## src/include/calendar_params.svh

```systemverilog
`ifndef CALENDAR_PARAMS_SVH
`define CALENDAR_PARAMS_SVH

`define CAL_FIELDS 6

// field codes of the selector switch where 0 and 7..15 select nothing
`define CAL_CODE_SEC   4'd1
`define CAL_CODE_MIN   4'd2
`define CAL_CODE_HOUR  4'd3
`define CAL_CODE_YEAR  4'd4
`define CAL_CODE_MONTH 4'd5
`define CAL_CODE_DAY   4'd6

`define CAL_LOW_SEC    0
`define CAL_HIGH_SEC   59
`define CAL_LOW_MIN    0
`define CAL_HIGH_MIN   59
`define CAL_LOW_HOUR   0
`define CAL_HIGH_HOUR  23
`define CAL_LOW_YEAR   0
`define CAL_HIGH_YEAR  99
`define CAL_LOW_MONTH  1
`define CAL_HIGH_MONTH 12
`define CAL_LOW_DAY    1
`define CAL_HIGH_DAY   31

// field index k belongs to field code k + 1
`define CAL_LIMIT_LOW(k) \
	((k) == 0 ? `CAL_LOW_SEC : \
	(k) == 1 ? `CAL_LOW_MIN : \
	(k) == 2 ? `CAL_LOW_HOUR : \
	(k) == 3 ? `CAL_LOW_YEAR : \
	(k) == 4 ? `CAL_LOW_MONTH : \
	`CAL_LOW_DAY)

`define CAL_LIMIT_HIGH(k) \
	((k) == 0 ? `CAL_HIGH_SEC : \
	(k) == 1 ? `CAL_HIGH_MIN : \
	(k) == 2 ? `CAL_HIGH_HOUR : \
	(k) == 3 ? `CAL_HIGH_YEAR : \
	(k) == 4 ? `CAL_HIGH_MONTH : \
	`CAL_HIGH_DAY)

`define CAL_SYNC_STAGES 2

`endif

```

## src/hw/calendar_pkg.sv

```systemverilog
`include "calendar_params.svh"

package calendar_pkg;

typedef struct packed {
	logic [`CAL_FIELDS-1:0] up;   // one-hot per field and one cycle wide
	logic [`CAL_FIELDS-1:0] down;
} adjust_cmd_t;

typedef struct packed {
	logic [3:0] tens;
	logic [3:0] units;
} bcd_pair_t;

typedef struct packed {
	logic [6:0] bin;
	bcd_pair_t bcd;
} field_value_t;

// display order puts the year in the top byte
typedef struct packed {
	bcd_pair_t year;
	bcd_pair_t month;
	bcd_pair_t day;
	bcd_pair_t hour;
	bcd_pair_t minute;
	bcd_pair_t second;
} date_time_t;

// shift-and-add-3 conversion that is only valid for inputs below 100
function automatic bcd_pair_t to_bcd(input logic [6:0] bin);
	logic [14:0] work;
	int i;
	work = {8'd0, bin};
	for (i = 0; i < 7; i++) begin
		if (work[10:7] > 4'd4) begin
			work[10:7] = work[10:7] + 4'd3;
		end
		if (work[14:11] > 4'd4) begin
			work[14:11] = work[14:11] + 4'd3;
		end
		work = work << 1;
	end
	return bcd_pair_t'(work[14:7]);
endfunction

endpackage

```

## src/hw/adjust_decoder.sv

```systemverilog
`timescale 1ns/100ps
`include "calendar_params.svh"

module adjust_decoder (
	input logic clk,
	input logic reset,
	input logic [3:0] field_code,
	input logic btn_up,
	input logic btn_down,
	output calendar_pkg::adjust_cmd_t cmd
);

logic [`CAL_SYNC_STAGES-1:0] up_sync;
logic [`CAL_SYNC_STAGES-1:0] down_sync;
logic up_last;
logic down_last;
logic up_edge;
logic down_edge;
logic [`CAL_FIELDS-1:0] field_onehot;
calendar_pkg::adjust_cmd_t cmd_next;

assign up_edge = up_sync[`CAL_SYNC_STAGES-1] & ~up_last;
assign down_edge = down_sync[`CAL_SYNC_STAGES-1] & ~down_last;

always_comb begin
	field_onehot = '0;
	case (field_code)
		`CAL_CODE_SEC: field_onehot[`CAL_CODE_SEC - 1] = 1'b1;
		`CAL_CODE_MIN: field_onehot[`CAL_CODE_MIN - 1] = 1'b1;
		`CAL_CODE_HOUR: field_onehot[`CAL_CODE_HOUR - 1] = 1'b1;
		`CAL_CODE_YEAR: field_onehot[`CAL_CODE_YEAR - 1] = 1'b1;
		`CAL_CODE_MONTH: field_onehot[`CAL_CODE_MONTH - 1] = 1'b1;
		`CAL_CODE_DAY: field_onehot[`CAL_CODE_DAY - 1] = 1'b1;
		default: field_onehot = '0;  // unused codes drop the press
	endcase
end

// a simultaneous press counts as up
always_comb begin
	cmd_next = '0;
	if (up_edge) begin
		cmd_next.up = field_onehot;
	end else if (down_edge) begin
		cmd_next.down = field_onehot;
	end
end

always_ff @(posedge clk or posedge reset) begin
	if (reset) begin
		up_sync <= '0;
		down_sync <= '0;
		up_last <= 1'b0;
		down_last <= 1'b0;
		cmd <= '0;
	end else begin
		up_sync <= {up_sync[`CAL_SYNC_STAGES-2:0], btn_up};
		down_sync <= {down_sync[`CAL_SYNC_STAGES-2:0], btn_down};
		up_last <= up_sync[`CAL_SYNC_STAGES-1];  // held buttons give no further edges
		down_last <= down_sync[`CAL_SYNC_STAGES-1];
		cmd <= cmd_next;
	end
end

endmodule

```

## src/hw/field_counter.sv

```systemverilog
`timescale 1ns/100ps

module field_counter #(
	parameter int LOW = 0,
	parameter int HIGH = 59
) (
	input logic clk,
	input logic reset,
	input logic up,
	input logic down,
	output calendar_pkg::field_value_t value
);

logic [6:0] count_next;
logic at_high;
logic at_low;

assign at_high = value.bin >= 7'(HIGH);
assign at_low = value.bin == 7'(LOW);

always_comb begin
	count_next = value.bin;
	if (up) begin
		if (at_high) begin
			count_next = 7'(LOW);
		end else begin
			count_next = value.bin + 7'd1;
		end
	end else if (down) begin
		if (at_low) begin
			count_next = 7'(HIGH);
		end else begin
			count_next = value.bin - 7'd1;
		end
	end
end

// the digits are registered with the count so the two never disagree
always_ff @(posedge clk or posedge reset) begin
	if (reset) begin
		value.bin <= 7'(LOW);
		value.bcd <= calendar_pkg::to_bcd(7'(LOW));
	end else if (up || down) begin
		value.bin <= count_next;
		value.bcd <= calendar_pkg::to_bcd(count_next);
	end
end

endmodule

```

## src/hw/time_display.sv

```systemverilog
`timescale 1ns/100ps
`include "calendar_params.svh"

module time_display (
	input logic clk,
	input logic reset,
	input logic [3:0] field_code,
	input calendar_pkg::field_value_t fields [`CAL_FIELDS],
	output calendar_pkg::date_time_t date_time,
	output calendar_pkg::bcd_pair_t selected
);

calendar_pkg::date_time_t date_time_next;
calendar_pkg::bcd_pair_t selected_next;

always_comb begin
	date_time_next.year = fields[`CAL_CODE_YEAR - 1].bcd;
	date_time_next.month = fields[`CAL_CODE_MONTH - 1].bcd;
	date_time_next.day = fields[`CAL_CODE_DAY - 1].bcd;
	date_time_next.hour = fields[`CAL_CODE_HOUR - 1].bcd;
	date_time_next.minute = fields[`CAL_CODE_MIN - 1].bcd;
	date_time_next.second = fields[`CAL_CODE_SEC - 1].bcd;
end

always_comb begin
	case (field_code)
		`CAL_CODE_SEC: selected_next = fields[`CAL_CODE_SEC - 1].bcd;
		`CAL_CODE_MIN: selected_next = fields[`CAL_CODE_MIN - 1].bcd;
		`CAL_CODE_HOUR: selected_next = fields[`CAL_CODE_HOUR - 1].bcd;
		`CAL_CODE_YEAR: selected_next = fields[`CAL_CODE_YEAR - 1].bcd;
		`CAL_CODE_MONTH: selected_next = fields[`CAL_CODE_MONTH - 1].bcd;
		`CAL_CODE_DAY: selected_next = fields[`CAL_CODE_DAY - 1].bcd;
		default: selected_next = '0;  // blank digits for a code with no field
	endcase
end

// the reset word mirrors the counters sitting at their lower limits
always_ff @(posedge clk or posedge reset) begin
	if (reset) begin
		date_time.year <= calendar_pkg::to_bcd(7'(`CAL_LOW_YEAR));
		date_time.month <= calendar_pkg::to_bcd(7'(`CAL_LOW_MONTH));
		date_time.day <= calendar_pkg::to_bcd(7'(`CAL_LOW_DAY));
		date_time.hour <= calendar_pkg::to_bcd(7'(`CAL_LOW_HOUR));
		date_time.minute <= calendar_pkg::to_bcd(7'(`CAL_LOW_MIN));
		date_time.second <= calendar_pkg::to_bcd(7'(`CAL_LOW_SEC));
		selected <= '0;
	end else begin
		date_time <= date_time_next;
		selected <= selected_next;
	end
end

endmodule

```

## src/hw/calendar_set_top.sv

```systemverilog
`timescale 1ns/100ps
`include "calendar_params.svh"

module calendar_set_top (
	input logic clk,
	input logic reset,
	input logic [3:0] field_code,
	input logic btn_up,
	input logic btn_down,
	output calendar_pkg::date_time_t date_time,
	output calendar_pkg::bcd_pair_t selected
);

calendar_pkg::adjust_cmd_t cmd;
calendar_pkg::field_value_t fields [`CAL_FIELDS];

adjust_decoder adjust_decoder_i (
	.clk(clk),
	.reset(reset),
	.field_code(field_code),
	.btn_up(btn_up),
	.btn_down(btn_down),
	.cmd(cmd)
);

// counter k serves field code k + 1 so seconds come first and day last
generate
	for (genvar k = 0; k < `CAL_FIELDS; k++) begin : g_field
		field_counter #(
			.LOW(`CAL_LIMIT_LOW(k)),
			.HIGH(`CAL_LIMIT_HIGH(k))
		) field_counter_i (
			.clk(clk),
			.reset(reset),
			.up(cmd.up[k]),
			.down(cmd.down[k]),
			.value(fields[k])
		);
	end
endgenerate

time_display time_display_i (
	.clk(clk),
	.reset(reset),
	.field_code(field_code),
	.fields(fields),
	.date_time(date_time),
	.selected(selected)
);

endmodule

```

## config.mk

```make
export PLATFORM = sky130hd
export DESIGN_NAME = calendar_set_top
export DESIGN_NICKNAME = d
export VERILOG_FILES = /design/src/hw/calendar_pkg.sv /design/src/hw/adjust_decoder.sv /design/src/hw/field_counter.sv /design/src/hw/time_display.sv /design/src/hw/calendar_set_top.sv
export VERILOG_INCLUDE_DIRS = /design/src /design/src/include
export SDC_FILE = /design/constraint.sdc
export NUM_CORES = 1
export LEC_CHECK = 0
export BUFFER_PORTS_ARGS = -buffer_cell sky130_fd_sc_hd__buf_2
export CELL_PAD_IN_SITES_DETAIL_PLACEMENT = 1
export CELL_PAD_IN_SITES_GLOBAL_PLACEMENT = 2
export CORE_MARGIN = 10
export CORE_UTILIZATION = 39
export DETAILED_ROUTE_END_ITERATION = 10
export MAX_ROUTING_LAYER = met4
export PLACE_DENSITY = 0.88
export SETUP_SLACK_MARGIN = 0.15
export SLEW_MARGIN = 20
export SYNTH_ARGS = -nofsm -noshare
export SYNTH_HDL_FRONTEND = slang
export SYNTH_SLANG_ARGS = --single-unit
```

## constraint.sdc

```tcl
create_clock -name clk -period 7.75 [get_ports clk]
set_input_delay 1.55 -clock clk [delete_from_list [all_inputs] [get_ports clk]]
set_output_delay 1.55 -clock clk [all_outputs]
set_load 0.01 [all_outputs]
```

After elaboration in Yosys (flattened, before gate mapping)
Index checks and enable logic that the tools add are counted.

cells by class
  $add $sub $neg = 78
  $lt $le $gt $ge = 72
  eq/ne operators = 8
  mux-type cells = 160
  bitwise gates (word level) = 4
  reductions and logical operators = 10

operator list
  operator             count
  $mux 4               66
  $gt 4x3->1 const B   60
  $mux 3               60
  $mux 7               24
  $add 4x2->4 const B  30
  $add 3x2->3 const B  30
  $pmux 8 s6           1
  $add 7x1->7 const B  6
  $sub 7x1->7 const B  6
  $logic_not 7->1      4
  $add 1x2->3 const B  6
  $gt 1x3->1 const B   6
  $mux 6               3
  $eq 7x1->1 const B   2
  $ge 7x5->1 const B   2
  $ge 7x6->1 const B   2
  $eq 4x3->1 const B   3
  $eq 4x2->1 const B   2
  $ge 7x4->1 const B   1
  $ge 7x7->1 const B   1
  $logic_or 1x1->1     6
  $mux 1               6
  $eq 4x1->1 const B   1
  $and 1x1->1          2
  $not 1->1            2

word-level totals
  bits in registers = 164
  word-level logic and storage cells = 370

Longest topological paths before layout
  depth in word-level cells = 21
  mapped depth = 29
  gate-level depth less buffers = 29

By module
A second synthesis with hierarchy kept.

second synthesis, totals
  cells, all modules = 1250
  area, all modules = 11911.4 um^2

by module, submodules not included
  module                                           times used  cells each  area an instance (um^2)
  field_counter at g_field[0].field_counter_i ...  2           172         1569.0
  time_display                                     1           116         1903.1
  field_counter at g_field[2].field_counter_i      1           206         1667.8
  field_counter at g_field[3].field_counter_i      1           191         1611.5
  field_counter at g_field[4].field_counter_i      1           183         1565.3
  field_counter at g_field[5].field_counter_i      1           169         1433.9
  adjust_decoder                                   1           41          591.8

Least setup slack after synthesis
No wires, ideal clock.

  kind = reg2reg
  start = register g_field[3].field_counter_i.value[10] (netlist bit)
  end = register g_field[3].field_counter_i.value[2] (netlist bit)
  setup time = 73 ps
  arrival = 6048 ps
  slack = 1629 ps
  stages on the path, launching flop included = 27
  period minus slack after synthesis = 6121 ps
  cells stage by stage = dfrtp_1 > buf_6 > or4b_4 > o31a_1 > or3_4 > nand2_1 > ha_1 > inv_1 > ha_1 > clkbuf_1 > or3_1 > nand2_1 > ha_1 > o2111a_4 > nor2_1 > xnor2_1 > ha_1 > inv_1 > a221oi_4 > xnor2_1 > ha_1 > or4_1 > and3_1 > o31a_1 > nand2b_4 > mux2_4 > a21oi_2

between the ends
  longest elaborated chain between the ends = 21
  elaborated cells on any way between the ends = 31
  those cells by class = 8 x add/sub; 7 x order compare; 15 x mux; 1 x reduce/logical

RTL lines
  item                                                   RTL line                                  RTL
  start: declaration                                     field_counter.sv:11                       output calendar_pkg::field_value_t value
  $sub 7x1->7 / $logic_not 7->1 (equally long branches)  field_counter.sv:33, field_counter.sv:19
  $mux 7                                                 field_counter.sv:30                       if (at_low) begin
  $mux 7                                                 field_counter.sv:29                       end else if (down) begin
  $mux 7 (*)                                             field_counter.sv:23                       if (up) begin
  $gt 1x3->1 / $add 1x2->3 (equally long branches)       calendar_pkg.sv:36, calendar_pkg.sv:37
  $mux 4                                                 calendar_pkg.sv:36                        if (work[10:7] > 4'd4) begin
  $mux 4                                                 field_counter.sv:43                       end else if (up || down) begin
  $add 4x2->4 / $gt 4x3->1 (equally long branches)       calendar_pkg.sv:37, calendar_pkg.sv:36
  [5 not listed]                                         --
  $gt 4x3->1 / $add 4x2->4 (equally long branches)       calendar_pkg.sv:36, calendar_pkg.sv:37
  $mux 4                                                 calendar_pkg.sv:36
  $mux 4                                                 field_counter.sv:43
  $gt 4x3->1 / $add 4x2->4 (equally long branches)       calendar_pkg.sv:36, calendar_pkg.sv:37
  $mux 4                                                 calendar_pkg.sv:36
  $mux 4                                                 field_counter.sv:43
  $add 4x2->4 / $gt 4x3->1 (equally long branches)       calendar_pkg.sv:37, calendar_pkg.sv:36
  $mux 4 (*)                                             calendar_pkg.sv:36

Mark *: on every way between the ends. The rest lies on a longest branch, timed or not. The select of a mux whose other input is x is not followed.
A chain may end at the register's enable or synchronous reset.

==> impl_metrics.env <==
export IMPL_worst_path_most_repeated_cell="ha_1"
export IMPL_critical_path_max_fanout=10
export IMPL_routed_via_density=5.613
export IMPL_final_setup_skew_ps=11.47
export IMPL_whs_ps=356.1
export IMPL_finalSetupViolCount=0
export IMPL_switching_share=0.4477
export IMPL_start_util=0.3956
export IMPL_ir_drop_v=0.0001810
export IMPL_postSynthCellCount=1122
export IMPL_crit_buf_inv=2
export IMPL_clock_fmax_mhz=147.9
export IMPL_cp_required_ps=8120
export IMPL_cts_buffers=17
export IMPL_gp_congestion=0.8285
export IMPL_cts_setup_buffers=0
export IMPL_drive_gt1_frac=0.1384
export IMPL_first_iter_violations=517
export IMPL_switching_power_uw=2086
export IMPL_final_cell_mix="154 x dfrtp_1, 109 x nor2_1, 88 x nand2_1, 88 x inv_1, 77 x ha_1"
export IMPL_numPortBuffers=63
export IMPL_postCtsHoldBufs=0
export IMPL_cp_end_kind="flip-flop"
export IMPL_cts_htree_levels=4
export IMPL_grt_pass1_wl_um=46210
export IMPL_drcViolationCount=0
export IMPL_syn2layout_area_growth_pct=11.44
export IMPL_yosysSeqAreaShare=0.3840
export IMPL_startpoint_type="flip-flop"
export IMPL_final_nets=1250
export IMPL_cap_violations=0
export IMPL_clkTransAtPathRegs_ps=70
export IMPL_cp_slowest_cell="a21boi_0"
export IMPL_grt_pass1_vias=8716
export IMPL_relSlewSlack=0.3104
export IMPL_vias=8498
export IMPL_antenna_found_initial=1
export IMPL_ys_dominant_reg_cell="dfrtp_1"
export IMPL_hold_viol_final=0
export IMPL_ys_ff_latch=158
export IMPL_hold_path_class="flip-flop to flip-flop"
export IMPL_p_seq_frac=0.306
export IMPL_io_pins=64
export IMPL_layout_commonest_cell="dfrtp_1"
export IMPL_post_route_min_period_ps=6761
export IMPL_cts_tree="yes"
export IMPL_grt_overflow_total=0
export IMPL_coreArea_mm2=0.02606
export IMPL_ant_nets=0
export IMPL_leakage_uw=0.005315
export IMPL_cts_path_max_buffers=2
export IMPL_p_clk_frac=0.187
export IMPL_fp_dieArea_mm2=0.03334
export IMPL_cp_arrival_ps=7130
export IMPL_internal_power_uw=2573
export IMPL_power_density_mw_per_mm2=405.5
export IMPL_ys_warn_count=0
export IMPL_cts_root_buffer="clkbuf_16"
export IMPL_outcome="completed"
export IMPL_std_cell_rows=59
export IMPL_n_fill_cell=3042
export IMPL_gr_usage_all_layers=0.1722
export IMPL_critPathKind="flip-flop to flip-flop"
export IMPL_postSynthNetCount=1207
export IMPL_synth_area_per_cell_um2=9.189
export IMPL_yosys_cell_types_count=96
export IMPL_worst_pin_slew_ps=1027
export IMPL_synth_edff_count=0
export IMPL_drv_slew=0
export IMPL_synth_area_mm2=0.01031
export IMPL_drt_total_wl_um=27920
export IMPL_rsz0062_at_grt="no"
export IMPL_clock_sinks=158
export IMPL_clock_latency_ps=430
export IMPL_grt_max_degree=96
export IMPL_die_w_um=182.6
export IMPL_critPathTopFamily="compound AO/OA/AOI/OAI gates"
export IMPL_dp_hpwl_um=20900
export IMPL_pwr_share_comb=0.507
export IMPL_ctsResizeCount=0
export IMPL_post_drt_wl_per_cell_um=18.44
export IMPL_regToRegSetupSlack_ps=990
export IMPL_async_flop_share=1.000
export IMPL_finalCritPeriodShare=0.8724
export IMPL_dr_pass1_iters=4
export IMPL_setup_tns_ps=0
export IMPL_critPathMaxStageDelay_ps=670
export IMPL_die_h_um=182.6
## flip-flops by register name, indices dropped and copies added (netlist names)
signal	cells
adjust_decoder_i.cmd	12
adjust_decoder_i.down_last	1
adjust_decoder_i.up_last	1
adjust_decoder_i.down_sync	2
g_field.field_counter_i.value	84
time_display_i.selected	8
time_display_i.date_time	48
adjust_decoder_i.up_sync	2
## cells by family (layout without fill, tap and decap cells)
group | after synthesis | count (layout) | share of synthesized area
muxes | 58 | 58 | 0.05959
buffers and inverters | 132 | 188 | 0.05109
adders and majority gates | 77 | 77 | 0.09345
other | 0 | 1 | 0
AOI/OAI and AO/OA | 288 | 288 | 0.2022
and+or+nand+nor | 380 | 380 | 0.1851
xor gates and xnor gates | 29 | 29 | 0.02464
DFF | 158 | 158 | 0.3840
## worst register-to-register path: stages, from the launching register on
cell and delay (ps):
dfrtp_1 480, ha_1 310, a21oi_1 220, a21oi_1 100
a21boi_0 670, nand2_1 260, ha_1 300, inv_1 70
ha_1 350, o21ai_0 230, nand2_1 100, ha_1 220
o2111a_4 270, nor2_1 100, xnor2_1 270, ha_1 300
inv_1 130, a221oi_4 330, xnor2_1 150, ha_1 280
or4_1 560, and3_1 200, o31a_1 280, nand2b_4 110
mux2_4 300, a21oi_2 120
## per-layer routing
| layer | global-route usage | part of all wire |
|---|---|---|
| met2 | 0.2815 | 0.49 |
| met5 | - | 0 |
| met1 | 0.2186 | 0.47 |
| met3 | 0.02631 | 0.025 |
| met4 | 0.04393 | 0.014 |
## area by class of cell
class                           instances  area (µm²)  share of cell area
Antenna cell                            1       2.502           0.0002178
Clock buffer                           17       425.4             0.03702
Clock inverter                         15       182.7             0.01590
Inverter                               91       346.6             0.03016
Multi-Input combinational cell        832        5824              0.5069
Sequential cell                       158        3959              0.3445
Tap cell                              335       419.2             0.03648
Timing Repair Buffer                   65       330.3             0.02875
## cells in the mapped netlist, drive strengths merged, types with 5 or more instances
| library cell | count | share of area |
|---|---|---|
| a311oi | 5 | 0.0083 |
| mux2 | 21 | 0.023 |
| or4b | 5 | 0.0056 |
| nand4 | 5 | 0.0030 |
| xor2 | 9 | 0.0076 |
| and2 | 5 | 0.0030 |
| a41oi | 9 | 0.0076 |
| o31ai | 5 | 0.0036 |
| o31a | 6 | 0.0051 |
| ha | 77 | 0.093 |
| and3 | 9 | 0.0055 |
| o21a | 5 | 0.0038 |
| a21o | 10 | 0.0073 |
| a31oi | 11 | 0.0067 |
| nor2 | 109 | 0.040 |
| nor3 | 31 | 0.015 |
| inv | 89 | 0.032 |
| o211ai | 11 | 0.0080 |
| o21ai | 46 | 0.023 |
| nor2b | 10 | 0.0061 |
| a21boi | 7 | 0.0055 |
| or2 | 17 | 0.011 |
| nand2 | 88 | 0.032 |
| or3 | 10 | 0.0066 |
| nand3 | 36 | 0.017 |
| nor4 | 12 | 0.0085 |
| nand2b | 24 | 0.015 |
| a22oi | 31 | 0.023 |
| a211oi | 10 | 0.0073 |
| xnor2 | 20 | 0.017 |
| a221oi | 9 | 0.0093 |
| mux2i | 37 | 0.036 |
| buf | 15 | 0.0084 |
| dfrtp | 154 | 0.37 |
| a21oi | 69 | 0.034 |
| o22ai | 7 | 0.0042 |
| clkbuf | 26 | 0.0096 |
## path summary, 6_finish.rpt
kind / start / end / cells past startpoint
worst max-delay path: g_field[3].field_counter_i.value[0] / g_field[3].field_counter_i.value[2] / 25
worst min-delay path: adjust_decoder_i.up_sync[0] / adjust_decoder_i.up_sync[1] / 0
worst max register to register: g_field[3].field_counter_i.value[0] / g_field[3].field_counter_i.value[2] / 25
worst min register to register: adjust_decoder_i.up_sync[0] / adjust_decoder_i.up_sync[1] / 0
max in group asynchronous: reset / g_field[0].field_counter_i.value[5] / 3
min in group asynchronous: reset / g_field[0].field_counter_i.value[14] / 2
## stage by stage
| stage | setup WS [ps] | total power (µW) | util | cells | cell area, µm² |
|---|---|---|---|---|---|
| floorplan | 1629 | 3158 | - | 1122 | 10310 |
| global route | 370.4 | 5070 | 0.4409 | 1514 | 11490 |
| global placement | 1322 | 3692 | 0.4175 | 1481 | 10880 |
| finish | 989.0 | 4659 | 0.4409 | 1514 | 11490 |
| detailed placement | 1001 | 3782 | 0.4175 | 1481 | 10880 |
| CTS | 969.4 | 4693 | 0.4408 | 1513 | 11490 |
## power by group through the flow
stage / combinational (µW) / clock, µW / sequential [µW]
2_1_floorplan: 1860 / 0 / 1300
3_3_place_gp: 2260 / 0 / 1430
3_5_place_dp: 2350 / 0 / 1430
4_1_cts: 2380 / 889 / 1420
5_1_grt: 2670 / 931 / 1470
6_report: 2360 / 870 / 1420
(Power assumes the default switching activity.)
